`config.mk`:
```
export PLATFORM = sky130hd
export DESIGN_NAME = tachyonCore
export DESIGN_NICKNAME = d
export VERILOG_FILES = /design/src/hdl/rvPkg.sv /design/src/hdl/instrDecoder.sv /design/src/hdl/registerFile.sv /design/src/hdl/serialAlu.sv /design/src/hdl/loadStoreUnit.sv /design/src/hdl/sequencer.sv /design/src/hdl/tachyonCore.sv
export SDC_FILE = /design/constraint.sdc
export NUM_CORES = 2
export LEC_CHECK = 0
export ABC_CLOCK_PERIOD_IN_PS = 8029
export BUFFER_PORTS_ARGS = -buffer_cell sky130_fd_sc_hd__buf_2
export CAP_MARGIN = 20
export CORE_MARGIN = 2
export CORE_UTILIZATION = 55
export CTS_CLUSTER_DIAMETER = 120
export CTS_CLUSTER_SIZE = 25
export DETAILED_ROUTE_END_ITERATION = 12
export PLACE_DENSITY = 0.68
export SYNTH_ARGS = -nofsm -noshare
export SYNTH_HDL_FRONTEND = slang
export SYNTH_SLANG_ARGS = --single-unit
```
`constraint.sdc`:
```
create_clock -name clk -period 8.03 [get_ports clk]
set_input_delay 0.4015 -clock clk [delete_from_list [all_inputs] [get_ports clk]]
set_output_delay 0.4015 -clock clk [all_outputs]
set_load 0.02 [all_outputs]
```
`src/hdl/rvPkg.sv`:
```
//--------------------
// Shared core definitions
// Widths, vector types, FSM state encoding,
// decoded instruction and memory request structs,
// RV32I opcode field values
//--------------------
package rvPkg;

   // Internal address width, used by PC and address adders
   localparam int ADDR_WIDTH = 24;

   typedef logic [31:0]           word_t;
   typedef logic [ADDR_WIDTH-1:0] addr_t;
   typedef logic [4:0]            regIdx_t;
   typedef logic [3:0]            byteMask_t;
   typedef logic [4:0]            shamt_t;
   // Low two bits are always 2'b11 in RV32I, so they are not kept
   typedef logic [31:2]           instrWord_t;

   // First fetch address
   localparam word_t RESET_ADDR = 32'h0000_0000;

   // Opcode field values, instr[6:2]
   localparam logic [4:0] OPC_LOAD   = 5'b00000;
   localparam logic [4:0] OPC_ALUIMM = 5'b00100;
   localparam logic [4:0] OPC_AUIPC  = 5'b00101;
   localparam logic [4:0] OPC_STORE  = 5'b01000;
   localparam logic [4:0] OPC_ALUREG = 5'b01100;
   localparam logic [4:0] OPC_LUI    = 5'b01101;
   localparam logic [4:0] OPC_BRANCH = 5'b11000;
   localparam logic [4:0] OPC_JALR   = 5'b11001;
   localparam logic [4:0] OPC_JAL    = 5'b11011;

   // One-hot sequencer states
   typedef enum logic [4:0] {
      fetchInstr   = 5'b00001,
      waitInstr    = 5'b00010,
      execute1     = 5'b00100,
      execute2     = 5'b01000,
      waitAluOrMem = 5'b10000
   } cpuState_t;

   typedef struct packed {
      logic      isLoad;
      logic      isAluImm;
      logic      isAuipc;
      logic      isStore;
      logic      isAluReg;
      logic      isLui;
      logic      isBranch;
      logic      isJalr;
      logic      isJal;
      logic      isAlu;
      // funct3Is[n] set when funct3 == n
      logic [7:0] funct3Is;
      regIdx_t   rdId;
      logic [1:0] sizeField;
      logic      unsignedLoad;
      logic      subOrSra;
      word_t     iImm;
      word_t     sImm;
      word_t     bImm;
      word_t     uImm;
      word_t     jImm;
   } decodedInstr_t;

   typedef struct packed {
      word_t     addr;
      word_t     wdata;
      byteMask_t wmask;
      logic      rstrb;
   } memReq_t;

endpackage

```
`src/hdl/instrDecoder.sv`:
```
//--------------------
// Instruction decoder
// Opcode flags, one-hot funct3, register index
// and the five immediate formats
//--------------------
`timescale 1ns/10ps

module instrDecoder (
   input  rvPkg::instrWord_t    instr,
   output rvPkg::decodedInstr_t dec
);

   logic [4:0] opcode;

   assign opcode = instr[6:2];

   // Opcode groups, SYSTEM is not decoded
   assign dec.isLoad   = (opcode == rvPkg::OPC_LOAD);
   assign dec.isAluImm = (opcode == rvPkg::OPC_ALUIMM);
   assign dec.isAuipc  = (opcode == rvPkg::OPC_AUIPC);
   assign dec.isStore  = (opcode == rvPkg::OPC_STORE);
   assign dec.isAluReg = (opcode == rvPkg::OPC_ALUREG);
   assign dec.isLui    = (opcode == rvPkg::OPC_LUI);
   assign dec.isBranch = (opcode == rvPkg::OPC_BRANCH);
   assign dec.isJalr   = (opcode == rvPkg::OPC_JALR);
   assign dec.isJal    = (opcode == rvPkg::OPC_JAL);
   assign dec.isAlu    = dec.isAluImm | dec.isAluReg;

   // One-hot funct3 keeps the ALU and predicate muxes flat
   assign dec.funct3Is = 8'b0000_0001 << instr[14:12];

   assign dec.rdId = instr[11:7];

   // Access size: 00 byte, 01 halfword, 10 word
   assign dec.sizeField    = instr[13:12];
   assign dec.unsignedLoad = instr[14];

   // Bit 30 means SUB only in register form, since ADDI reuses it as an immediate bit
   assign dec.subOrSra = instr[30] &
                         ((dec.funct3Is[0] & dec.isAluReg) | dec.funct3Is[5]);

   // Immediates, all sign-extended from bit 31
   assign dec.uImm = {instr[31:12], 12'b0};
   assign dec.iImm = {{21{instr[31]}}, instr[30:20]};
   assign dec.sImm = {{21{instr[31]}}, instr[30:25], instr[11:7]};
   assign dec.bImm = {{20{instr[31]}}, instr[7], instr[30:25], instr[11:8], 1'b0};
   assign dec.jImm = {{12{instr[31]}}, instr[19:12], instr[20], instr[30:21], 1'b0};

endmodule

```
`src/hdl/registerFile.sv`:
```
//--------------------
// 32-entry register file
// Registered dual read, single write
//--------------------
`timescale 1ns/10ps

module registerFile (
   input  logic           clk,
   input  logic           reset,
   input  rvPkg::regIdx_t rs1Id,
   input  rvPkg::regIdx_t rs2Id,
   input  logic           readEn,
   output rvPkg::word_t   rs1,
   output rvPkg::word_t   rs2,
   input  rvPkg::regIdx_t rdId,
   input  logic           writeEn,
   input  rvPkg::word_t   writeData
);

   rvPkg::word_t regs [32];

   always_ff @(posedge clk) begin
      if (!reset) begin
         for (int i = 0; i < 32; i++) begin
            regs[i] <= '0;
         end
         rs1 <= '0;
         rs2 <= '0;
      end else begin
         // Both operands latched together while the instruction arrives
         if (readEn) begin
            rs1 <= regs[rs1Id];
            rs2 <= regs[rs2Id];
         end
         // x0 stays zero
         if (writeEn && (rdId != 5'd0)) begin
            regs[rdId] <= writeData;
         end
      end
   end

   // Sequencer reads in waitInstr and writes back only in later states
   assert property (@(posedge clk) disable iff (!reset) !(writeEn && readEn))
      else $error("register write and read enable in the same cycle");

endmodule

```
`src/hdl/serialAlu.sv`:
```
//--------------------
// ALU
// Combinational add, subtract and compares,
// branch predicate, registered result
// and one-bit-per-cycle shifter
//--------------------
`timescale 1ns/10ps

module serialAlu (
   input  logic                 clk,
   input  logic                 reset,
   input  rvPkg::decodedInstr_t dec,
   input  rvPkg::word_t         rs1,
   input  rvPkg::word_t         rs2,
   input  logic                 aluWr,
   output rvPkg::word_t         aluPlus,
   output rvPkg::word_t         aluOut,
   output logic                 aluBusy,
   output logic                 predicate
);

   rvPkg::word_t  aluIn2;
   logic [32:0]   aluMinus;
   logic          lt;
   logic          ltu;
   logic          eq;
   logic          isShift;
   rvPkg::word_t  aluReg;
   rvPkg::shamt_t aluShamt;

   // Register operand for ALU-reg and branches, else I immediate
   assign aluIn2 = (dec.isAluReg | dec.isBranch) ? rs2 : dec.iImm;

   // Adder also serves JALR target
   assign aluPlus = rs1 + aluIn2;

   // One 33-bit subtract gives SUB and every compare
   assign aluMinus = {1'b1, ~aluIn2} + {1'b0, rs1} + 33'd1;
   assign ltu      = aluMinus[32];
   assign lt       = (rs1[31] ^ aluIn2[31]) ? rs1[31] : aluMinus[32];
   assign eq       = (aluMinus[31:0] == 32'd0);

   // BEQ BNE BLT BGE BLTU BGEU
   assign predicate = (dec.funct3Is[0] &  eq)  |
                      (dec.funct3Is[1] & ~eq)  |
                      (dec.funct3Is[4] &  lt)  |
                      (dec.funct3Is[5] & ~lt)  |
                      (dec.funct3Is[6] &  ltu) |
                      (dec.funct3Is[7] & ~ltu);

   assign isShift = dec.funct3Is[1] | dec.funct3Is[5];
   assign aluOut  = aluReg;
   assign aluBusy = |aluShamt;

   always_ff @(posedge clk) begin
      if (!reset) begin
         aluReg   <= '0;
         aluShamt <= '0;
      end else if (aluWr) begin
         // Shifts start from rs1 and count down the amount
         aluShamt <= isShift ? aluIn2[4:0] : 5'd0;
         aluReg   <= (isShift ? rs1 : 32'd0) |
                     (dec.funct3Is[0] ? (dec.subOrSra ? aluMinus[31:0] : aluPlus) : 32'd0) |
                     (dec.funct3Is[2] ? {31'd0, lt}  : 32'd0) |
                     (dec.funct3Is[3] ? {31'd0, ltu} : 32'd0) |
                     (dec.funct3Is[4] ? rs1 ^ aluIn2 : 32'd0) |
                     (dec.funct3Is[6] ? rs1 | aluIn2 : 32'd0) |
                     (dec.funct3Is[7] ? rs1 & aluIn2 : 32'd0);
      end else if (aluBusy) begin
         aluShamt <= aluShamt - 5'd1;
         // SLL left, SRA fills with sign, SRL with zero
         aluReg   <= dec.funct3Is[1] ? {aluReg[30:0], 1'b0} :
                                       {dec.subOrSra & aluReg[31], aluReg[31:1]};
      end
   end

   // Sequencer holds in waitAluOrMem until the shift is done
   assert property (@(posedge clk) disable iff (!reset) !(aluWr && aluBusy))
      else $error("ALU write while a shift is still running");

endmodule

```
`src/hdl/loadStoreUnit.sv`:
```
//--------------------
// Load and store lane logic
// Store data steering and byte mask,
// load extraction with sign or zero extension
//--------------------
`timescale 1ns/10ps

module loadStoreUnit (
   input  rvPkg::decodedInstr_t dec,
   input  logic [1:0]           lowAddr,
   input  rvPkg::word_t         rs2,
   input  rvPkg::word_t         rdata,
   output rvPkg::word_t         storeData,
   output rvPkg::word_t         loadData,
   output rvPkg::byteMask_t     storeMask
);

   logic        byteAccess;
   logic        halfAccess;
   logic [15:0] loadHalf;
   logic [7:0]  loadByte;
   logic        loadSign;

   assign byteAccess = (dec.sizeField == 2'b00);
   assign halfAccess = (dec.sizeField == 2'b01);

   // Byte and halfword copied into every lane that may be addressed
   assign storeData[7:0]   = rs2[7:0];
   assign storeData[15:8]  = lowAddr[0] ? rs2[7:0] : rs2[15:8];
   assign storeData[23:16] = lowAddr[1] ? rs2[7:0] : rs2[23:16];
   assign storeData[31:24] = lowAddr[0] ? rs2[7:0] :
                             lowAddr[1] ? rs2[15:8] : rs2[31:24];

   // Mask picks the lanes actually written
   always_comb begin
      if (byteAccess) begin
         storeMask = 4'b0001 << lowAddr;
      end else if (halfAccess) begin
         storeMask = lowAddr[1] ? 4'b1100 : 4'b0011;
      end else begin
         storeMask = 4'b1111;
      end
   end

   // Addressed halfword, then the addressed byte within it
   assign loadHalf = lowAddr[1] ? rdata[31:16] : rdata[15:0];
   assign loadByte = lowAddr[0] ? loadHalf[15:8] : loadHalf[7:0];

   // LBU and LHU clear the sign
   assign loadSign = ~dec.unsignedLoad & (byteAccess ? loadByte[7] : loadHalf[15]);

   assign loadData = byteAccess ? {{24{loadSign}}, loadByte} :
                     halfAccess ? {{16{loadSign}}, loadHalf} :
                                  rdata;

endmodule

```
`src/hdl/sequencer.sv`:
```
//--------------------
// Core sequencer
// One-hot FSM, PC and target adders,
// write-back select and memory request
//--------------------
`timescale 1ns/10ps

module sequencer (
   input  logic                 clk,
   input  logic                 reset,
   input  rvPkg::decodedInstr_t dec,
   input  rvPkg::word_t         rdata,
   input  logic                 rbusy,
   input  logic                 wbusy,
   input  rvPkg::word_t         rs1,
   input  rvPkg::word_t         aluPlus,
   input  rvPkg::word_t         aluOut,
   input  logic                 aluBusy,
   input  logic                 predicate,
   input  rvPkg::word_t         loadData,
   input  rvPkg::word_t         storeData,
   input  rvPkg::byteMask_t     storeMask,
   output rvPkg::instrWord_t    instr,
   output rvPkg::regIdx_t       rs1Id,
   output rvPkg::regIdx_t       rs2Id,
   output logic                 readEn,
   output logic                 writeEn,
   output logic                 aluWr,
   output rvPkg::word_t         writeData,
   output logic [1:0]           lowAddr,
   output rvPkg::memReq_t       memReq
);

   localparam int AW = rvPkg::ADDR_WIDTH;

   rvPkg::cpuState_t state;
   rvPkg::addr_t     pc;
   rvPkg::addr_t     pcPlus4;
   rvPkg::addr_t     pcPlusImm;
   rvPkg::addr_t     lsAddr;
   rvPkg::addr_t     memAddr;
   logic             predicateReg;
   logic             jumpToPcPlusImm;
   logic             needToWait;
   logic             leaveWait;

   assign pcPlus4 = pc + 4;

   // Source indices come straight off the bus while the instruction arrives
   assign rs1Id  = rdata[19:15];
   assign rs2Id  = rdata[24:20];
   assign readEn = (state == rvPkg::waitInstr) & ~rbusy;

   assign aluWr = (state == rvPkg::execute1) & dec.isAlu;

   assign jumpToPcPlusImm = dec.isJal | (dec.isBranch & predicateReg);
   // Stores always wait for wbusy
   assign needToWait      = dec.isLoad | dec.isStore | aluBusy;
   assign leaveWait       = (state == rvPkg::waitAluOrMem) & ~aluBusy & ~rbusy & ~wbusy;

   // Final write happens when the result is ready
   assign writeEn = ~(dec.isBranch | dec.isStore) &
                    (((state == rvPkg::execute2) & ~needToWait) | leaveWait);

   assign writeData = (dec.isLui                ? dec.uImm                  : 32'd0) |
                      (dec.isAlu                ? aluOut                    : 32'd0) |
                      (dec.isAuipc              ? rvPkg::word_t'(pcPlusImm) : 32'd0) |
                      (dec.isJal | dec.isJalr   ? rvPkg::word_t'(pcPlus4)   : 32'd0) |
                      (dec.isLoad               ? loadData                  : 32'd0);

   // PC drives the bus only during fetch
   assign memAddr = ((state == rvPkg::fetchInstr) | (state == rvPkg::waitInstr)) ?
                    pc : lsAddr;
   assign lowAddr = lsAddr[1:0];

   assign memReq.addr  = rvPkg::word_t'(memAddr);
   assign memReq.wdata = storeData;
   assign memReq.wmask = {4{(state == rvPkg::execute2) & dec.isStore}} & storeMask;
   assign memReq.rstrb = ((state == rvPkg::execute2) & dec.isLoad) |
                         (state == rvPkg::fetchInstr);

   always_ff @(posedge clk) begin
      if (!reset) begin
         // Start by waiting for the memory to go idle
         state        <= rvPkg::waitAluOrMem;
         pc           <= rvPkg::RESET_ADDR[AW-1:0];
         // Zero decodes as a load to x0, so nothing gets written
         instr        <= '0;
         predicateReg <= 1'b0;
      end else begin
         case (state)
            rvPkg::fetchInstr: begin
               state <= rvPkg::waitInstr;
            end
            rvPkg::waitInstr: begin
               if (!rbusy) begin
                  instr <= rdata[31:2];
                  state <= rvPkg::execute1;
               end
            end
            rvPkg::execute1: begin
               // Branch, AUIPC and JAL targets share one adder
               pcPlusImm <= pc + (dec.isJal   ? dec.jImm[AW-1:0] :
                                  dec.isAuipc ? dec.uImm[AW-1:0] :
                                                dec.bImm[AW-1:0]);
               lsAddr    <= rs1[AW-1:0] + (dec.isStore ? dec.sImm[AW-1:0] :
                                                         dec.iImm[AW-1:0]);
               predicateReg <= predicate;
               state        <= rvPkg::execute2;
            end
            rvPkg::execute2: begin
               // JALR clears bit 0 of the target
               pc    <= dec.isJalr      ? {aluPlus[AW-1:1], 1'b0} :
                        jumpToPcPlusImm ? pcPlusImm : pcPlus4;
               state <= needToWait ? rvPkg::waitAluOrMem : rvPkg::fetchInstr;
            end
            rvPkg::waitAluOrMem: begin
               if (leaveWait) begin
                  state <= rvPkg::fetchInstr;
               end
            end
            default: begin
               state <= rvPkg::waitAluOrMem;
            end
         endcase
      end
   end

   assert property (@(posedge clk) disable iff (!reset) $onehot(state))
      else $error("sequencer state not one-hot");

   // A read and a write never share the port
   assert property (@(posedge clk) disable iff (!reset) !(memReq.rstrb && (|memReq.wmask)))
      else $error("rstrb and wmask active together");

endmodule

```
`src/hdl/tachyonCore.sv`:
```
//--------------------
// RV32I multi-cycle core top level
// Decoder, register file, ALU,
// load-store unit and sequencer
//--------------------
`timescale 1ns/10ps

module tachyonCore (
   input  logic           clk,
   input  logic           reset,
   output rvPkg::memReq_t memReq,
   input  rvPkg::word_t   rdata,
   input  logic           rbusy,
   input  logic           wbusy
);

   rvPkg::decodedInstr_t dec;
   rvPkg::instrWord_t    instr;
   rvPkg::regIdx_t       rs1Id;
   rvPkg::regIdx_t       rs2Id;
   rvPkg::word_t         rs1;
   rvPkg::word_t         rs2;
   rvPkg::word_t         writeData;
   rvPkg::word_t         aluPlus;
   rvPkg::word_t         aluOut;
   rvPkg::word_t         storeData;
   rvPkg::word_t         loadData;
   rvPkg::byteMask_t     storeMask;
   logic [1:0]           lowAddr;
   logic                 readEn;
   logic                 writeEn;
   logic                 aluWr;
   logic                 aluBusy;
   logic                 predicate;

   instrDecoder decoder0 (
      .instr (instr),
      .dec   (dec)
   );

   registerFile regFile0 (
      .clk       (clk),
      .reset     (reset),
      .rs1Id     (rs1Id),
      .rs2Id     (rs2Id),
      .readEn    (readEn),
      .rs1       (rs1),
      .rs2       (rs2),
      .rdId      (dec.rdId),
      .writeEn   (writeEn),
      .writeData (writeData)
   );

   serialAlu alu0 (
      .clk       (clk),
      .reset     (reset),
      .dec       (dec),
      .rs1       (rs1),
      .rs2       (rs2),
      .aluWr     (aluWr),
      .aluPlus   (aluPlus),
      .aluOut    (aluOut),
      .aluBusy   (aluBusy),
      .predicate (predicate)
   );

   loadStoreUnit lsu0 (
      .dec       (dec),
      .lowAddr   (lowAddr),
      .rs2       (rs2),
      .rdata     (rdata),
      .storeData (storeData),
      .loadData  (loadData),
      .storeMask (storeMask)
   );

   sequencer seq0 (
      .clk       (clk),
      .reset     (reset),
      .dec       (dec),
      .rdata     (rdata),
      .rbusy     (rbusy),
      .wbusy     (wbusy),
      .rs1       (rs1),
      .aluPlus   (aluPlus),
      .aluOut    (aluOut),
      .aluBusy   (aluBusy),
      .predicate (predicate),
      .loadData  (loadData),
      .storeData (storeData),
      .storeMask (storeMask),
      .instr     (instr),
      .rs1Id     (rs1Id),
      .rs2Id     (rs2Id),
      .readEn    (readEn),
      .writeEn   (writeEn),
      .aluWr     (aluWr),
      .writeData (writeData),
      .lowAddr   (lowAddr),
      .memReq    (memReq)
   );

endmodule

```
# ---- Word level (Yosys, flattened, before mapping)
# Memory sizes are Yosys's and may differ from the RTL's. A register that Yosys moved wholly into a read port is not among the register bits.
# Cells that the tools add are included.
dict set report classes {
  add_sub_neg 7
  shifts 2
  bitwise 62
  n_eq_ne 16
  mux 50
  reduce_logical 13
}
# op n
set op_table {}
lappend op_table {{$mux 32} 16}
lappend op_table {{$or 32x32->32} 11}
lappend op_table {{$mux 24} 7}
lappend op_table {{$add 24x24->24} 2}
lappend op_table {{$mux 5} 8}
lappend op_table {{$mux 8} 5}
lappend op_table {{$add 33x1->33 const B} 1}
lappend op_table {{$add 33x32->33} 1}
lappend op_table {{$add 32x32->32} 1}
lappend op_table {{$and 32x32->32} 1}
lappend op_table {{$logic_not 32->1} 1}
lappend op_table {{$not 32->32} 1}
lappend op_table {{$reduce_or 32->1} 1}
lappend op_table {{$xor 32x32->32} 1}
lappend op_table {{$pmux 5 s5} 1}
lappend op_table {{$add 24x3->24 const B} 1}
lappend op_table {{$and 1x1->1} 20}
lappend op_table {{$eq 5x4->1 const B} 4}
lappend op_table {{$eq 5x5->1 const B} 4}
lappend op_table {{$or 1x1->1} 17}
lappend op_table {{$mux 16} 1}
lappend op_table {{$eq 5x3->1 const B} 3}
lappend op_table {{$mux 4} 3}
lappend op_table {{$mux 1} 9}
lappend op_table {{19 further kinds} 30}
dict set report totals {
  memories 1
  word_cells 159
  input_bits 36
  register_bits 145
  ram_bits 1024
  out_inout_bits 69
}
# memory words word_bits read_ports rd_clocked_by_memory_dff write_ports line
set mem_list {}
lappend mem_list {regFile0.regs 32 32 2 2 32 registerFile.sv:20} ;# rvPkg::word_t regs [32];

# ---- Longest topological paths before layout
dict set report logic_depth {
  depth_word 15
  depth_mapped 22
  mapped_depth_nobuf 19
}

# ---- By module
# A second synthesis with hierarchy kept.
dict set report hier_totals {
  cells_unflattened 7279
  area_unflattened_um2 77732.1
}
# mod area_each_um2 seq_area_each_um2 cells_per_inst instances
set modules_own_cells {}
lappend modules_own_cells {registerFile 57654.0 32030.7 4631 1}
lappend modules_own_cells {sequencer 9213.8 2642.5 1094 1}
lappend modules_own_cells {serialAlu 8293.0 740.7 1205 1}
lappend modules_own_cells {instrDecoder 1468.9 0.0 198 1}
lappend modules_own_cells {loadStoreUnit 1102.3 0.0 151 1}

# ---- Least setup slack after synthesis
# OpenSTA, ideal clock, no wires.
dict set report synth_timing {
  path_kind {register -> register}
  from {register seq0.instr[4]}
  to {register alu0.aluReg[0], in the netlist alu0.aluOut[0]}
  stages_incl_launch_ff 22
  path_buffers 4
  setup_slack_ps 3382
  setup_ps 142
  arrival_time_ps 4506
  period_less_slack_ps 4648
  required_time_ps 7888
  path_cell_list {dfxtp_1 -> clkbuf_1 -> xor2_1 -> and3_1 -> clkbuf_1 -> buf_1 -> mux2_2 -> inv_1 -> ha_1 -> buf_6 -> or4_4 -> nor3_2 -> nor3b_2 -> nor3_2 -> o31a_1 -> a21oi_1 -> a221oi_2 -> nor2_1 -> nor4_1 -> o31a_1 -> a2111oi_2 -> a311oi_1}
}
dict set report synth_between {
  elab_chain_cells 15
  word_cells_on_any_way 34
  cone_classes {add/sub: 3; eq/ne: 3; mux: 10; bitwise: 17; reduce/logical: 1}
}
# element line
set synth_rtl {}
lappend synth_rtl {{start: declaration} sequencer.sv:23} ;# output rvPkg::instrWord_t instr,
lappend synth_rtl {{start signal: assignment} sequencer.sv:97} ;# instr <= rdata[31:2];
lappend synth_rtl {{$eq 5x4->1 or $eq 5x5->1 (tied branches)} {instrDecoder.sv:22, instrDecoder.sv:24}}
lappend synth_rtl {{$or 1x1->1} serialAlu.sv:32} ;# assign aluIn2 = (dec.isAluReg | dec.isBranch) ? rs2 : dec.iImm;
lappend synth_rtl {{$mux 32} serialAlu.sv:32}
lappend synth_rtl {{$not 32->32} serialAlu.sv:38} ;# assign aluMinus = {1'b1, ~aluIn2} + {1'b0, rs1} + 33'd1;
lappend synth_rtl {{$add 33x32->33} serialAlu.sv:38}
lappend synth_rtl {{$add 33x1->33} serialAlu.sv:38}
lappend synth_rtl {{$mux 32 (2 in series)} serialAlu.sv:63} ;# (dec.funct3Is[0] ? (dec.subOrSra ? aluMinus[31:0] : aluPlus) : 32'd0) |
lappend synth_rtl {{$or 32x32->32} serialAlu.sv:62} ;# aluReg <= (isShift ? rs1 : 32'd0) |
lappend synth_rtl {{$or 32x32->32} serialAlu.sv:63}
lappend synth_rtl {{$or 32x32->32} serialAlu.sv:64} ;# (dec.funct3Is[2] ? {31'd0, lt} : 32'd0) |
lappend synth_rtl {{$or 32x32->32} serialAlu.sv:65} ;# (dec.funct3Is[3] ? {31'd0, ltu} : 32'd0) |
lappend synth_rtl {{$or 32x32->32} serialAlu.sv:66} ;# (dec.funct3Is[4] ? rs1 ^ aluIn2 : 32'd0) |
lappend synth_rtl {{$or 32x32->32} serialAlu.sv:67} ;# (dec.funct3Is[6] ? rs1 | aluIn2 : 32'd0) |
lappend synth_rtl {{$mux 32} serialAlu.sv:59} ;# end else if (aluWr) begin
lappend synth_rtl {{end signal: assignment} serialAlu.sv:62}
lappend synth_rtl {{end signal: assignment} serialAlu.sv:72} ;# aluReg <= dec.funct3Is[1] ? {aluReg[30:0], 1'b0} :
lappend synth_rtl {{end: declaration} serialAlu.sv:28} ;# rvPkg::word_t aluReg;
# Parallel ways exist; a longest one is shown, timed or not.
# A chain may end at the register's enable or synchronous reset.

# ---- Final worst setup path
dict set report layout_timing {
  from {register seq0.instr[3]}
  to {register seq0.pcPlusImm[23] (data pin)}
}
dict set report layout_between {
  elab_chain_cells 4
  word_cells_on_any_way 5
  cone_classes {add/sub: 1; eq/ne: 2; mux: 2}
}
# element line
set layout_rtl {}
lappend layout_rtl {{$eq 5x3->1} instrDecoder.sv:20} ;# assign dec.isAuipc = (opcode == rvPkg::OPC_AUIPC);
lappend layout_rtl {{$mux 24} sequencer.sv:104} ;# dec.isAuipc ? dec.uImm[AW-1:0] :
lappend layout_rtl {{$mux 24 (*)} sequencer.sv:103} ;# pcPlusImm <= pc + (dec.isJal ? dec.jImm[AW-1:0] :
lappend layout_rtl {{$add 24x24->24 (*)} sequencer.sv:103}
lappend layout_rtl {{end signal: assignment} sequencer.sv:103}
lappend layout_rtl {{end: declaration} sequencer.sv:39} ;# rvPkg::addr_t pcPlusImm;
# Mark *: on every way between the ends. The rest lies on a longest branch, timed or not.

==> run metrics <==
R2R Setup Slk roughly 2.5 ns; Worst Hold End seq0.instr[14]; final period utilization 0.691; Starting Density 0.553; area of the die 131,000 µm²; Wirelength per Cell 33.9 µm; Critical Path Most Common Cell a21oi_1; Total Routing Usage GR 0.374; WP data arrival between 6 and 7 ns; Post-synth EDFFs 1,072; Die Y 362 µm; fin crit period ~5.5 ns; Synth area leader edfxtp_1; CTS Buf Count 56; Avg Vias per Cell roughly 7; Root Driver clkbuf_16; leak pwr 26.6 nW; H-Tree Depth 2; min-delay src rbusy; Antenna Nets Post-Route 0; PwrDens around 170 nW/µm²; CTS tree built; initial antenna violation count 15; area of the core approximately 130,000 µm²; layout cells sized above 1 0.187; prevailing post-synth register cell edfxtp_1; Startpoint Class flop; # setup viols final 0; CTS clk-pin slew, worst paths 0.11 ns; Clk Latency, worst-skew pair ~0.74 ns; type of the tightest min-delay check input port to flop; Worst-Margin Slew 1.16 ns; sequential share of the synthesized area 0.503; Setup CP Type flop to flop; commonest non-fill, non-tap cell in the layout nor2_1; Seq cells post-synth roughly 1.2k; Port-buffer cells 96; I/O pins 105; Tot Pwr 12.4 mW; CTS sink cnt 1,233; final hold vios 0; cells after synthesis approximately 5.8k; RSZ-0062 raised after global routing no; vias in the first global route 49.2k; register area around 35,000 µm²; Worst path slowest cell and3_1; fmax about 0.18 GHz; Hold Path Stages 4; Unique masters post-synth 90; Slew HR 0.224; Yosys Warn Count 0; Reg-to-Reg Start seq0.instr[3]; clk buf depth 3; Yosys top cell area share 0.457; Worst Clk Skew 0.0337 ns; global placement routability congestion ~0.98; Routed WL around 250,000 µm; DRT Pass-1 Iters 6; post-cts resize count 0; CP Data Required Time 8.52 ns; count of final max-slew check failures 0; DRT iter0 DRCs 7,926; largest net degree at the start of global routing 116; CP max stage delay 0.78 ns; fillers 10.2k; most frequent cells in the layout 1,231 x nor2_1, 1,072 x edfxtp_1, 576 x mux4_2; max-cap viol count 0; status completed; Cell Rows around 130; top cells by area, synth edfxtp_1 46%, mux4_2 18%, nor2_1 6.6%; global-route wire length before repair 351,000 µm; via count approximately 51k; final net count 5,773; reg2reg end seq0.pcPlusImm[23]; CP Max Fanout 18; Remaining Overflow, GRT 0; Post-Syn Area between 70,000 and 80,000 µm²; Area Growth Syn to Fin 5.48%; Max IR drop VDD ~0.21 mV; Mean Syn Cell Area approximately 12 µm²; die width roughly 360 µm; asr flop ratio synth 0; HPWL after DPL 163,000 µm; area of the multi-input gates 32,700 µm²; Critical Path, Cell by Cell nor2b_1 > and3_1 > and2_0 > o21ai_0 > ha_1 > fa_1 > a21o_1 > a21oi_1 > o21bai_1 > a21oi_1 > o21bai_1 > a221oi_1 > a211oi_1 > nor2_1 > a211oi_1 > a21o_1 > a21oi_1 > xnor2_1; Sum Neg Setup Slack 0 ns; # DRC 0; CP endpoint kind flop; R2R cell count 18
## stage by stage
| stage | setup slack, ns | instance area, µm² | cells | hold WS, ns | utilization |
|---|---|---|---|---|---|
| finish | 2.48 | 74300 | 7274 | 0.0474 | 0.583 |
| floorplan | 3.38 | 70600 | 5813 | 0.441 | - |
| CTS | 2.52 | 74200 | 7270 | 0.00479 | 0.583 |
| global route | 1.97 | 74300 | 7271 | 0.0145 | 0.583 |
| detailed placement | 2.53 | 72500 | 7173 | 0.500 | 0.569 |
| global placement | 2.60 | 72500 | 7173 | 0.500 | 0.569 |
## worst max path at each step
stage                        from                 end  slack [ns]  depth (start not counted)
global placement    seq0.instr[3]  seq0.pcPlusImm[23]        2.60                         18
finish              seq0.instr[3]  seq0.pcPlusImm[23]        2.48                         18
detailed placement  seq0.instr[3]  seq0.pcPlusImm[23]        2.53                         18
floorplan           seq0.instr[4]      alu0.aluOut[0]        3.38                         21
global route        seq0.instr[3]  seq0.pcPlusImm[23]        1.97                         18
CTS                 seq0.instr[3]  seq0.pcPlusImm[23]        2.52                         18
## routing by layer
layer | wire length (µm) | global-route usage
met5 | 122 | 0
met4 | 15500 | 0.188
met3 | 31100 | 0.0905
met2 | 115000 | 0.599
met1 | 84600 | 0.479
## what timing repair did
action / 4_1_cts / 5_1_grt
hold buffers: 19 / 0
endpoints found under the hold margin: 19 / 0
endpoints found under the setup margin: 0 / 0
setup buffers: 0 / 0
## power by group
group	internal [mW]	total [mW]	switching [mW]
combinational	0.669	1.71	1.04
sequential	7.16	7.33	0.173
clock	1.32	3.39	2.07
total	9.15	12.4	3.29
## critical path, delay by kind of cell, from the launching register on
family / cells / cell delay [ns]
flip-flops: 1 / 0.40
AND/OR/NAND/NOR: 4 / 2.04
adder cells (fa/ha/maj): 2 / 0.68
AO/OA/AOI/OAI: 11 / 2.10
XOR/XNOR: 1 / 0.08
## state kept, by name, indices dropped and copies added, names as in the netlist
signal / count
seq0.pc: 24
seq0.state: 5
seq0.lsAddr: 24
seq0.instr: 30
alu0.aluShamt: 5
alu0.aluOut: 32
regFile0.rs2: 32
regFile0.regs: 1024
regFile0.rs1: 32
seq0.pcPlusImm: 24
seq0.predicateReg: 1
## area by class of cell
class                      instances  area share
antenna                            3    0.000101
clock buffer                      70      0.0199
clock inverter                     8     0.00131
inverter                         134     0.00684
multi-input combinational       3898       0.441
sequential                      1233       0.477
tap                             1662      0.0280
timing repair buffer             266      0.0263
## logic make-up after synthesis
logic type / Yosys count / share of synthesized area
DFF: 1233 / 0.503
AOI/OAI and AO/OA: 783 / 0.0738
other: 1 / 0.0000533
muxes: 916 / 0.233
xor gates and xnor gates: 120 / 0.0149
and+or+nand+nor: 1891 / 0.110
adders and majority gates: 148 / 0.0267
buffers and inverters: 682 / 0.0378
## cell usage after synthesis (all sizes together), types with 21 or more instances
cell    instances
nor2         1242
edfxtp       1072
mux4          576
clkbuf        444
nand2         353
mux2i         291
a21oi         202
dfxtp         161
o21ai         153
ha            144
inv           131
buf           104
a211oi        101
xnor2          89
nor3           69
a21o           55
nand3          55
mux2           49
xor2           31
nand2b         30
o211ai         27
a31oi          26
a22oi          24
and2           23
a222oi         22
a221oi         21
nor2b          21
(Power assumes the default switching activity.)
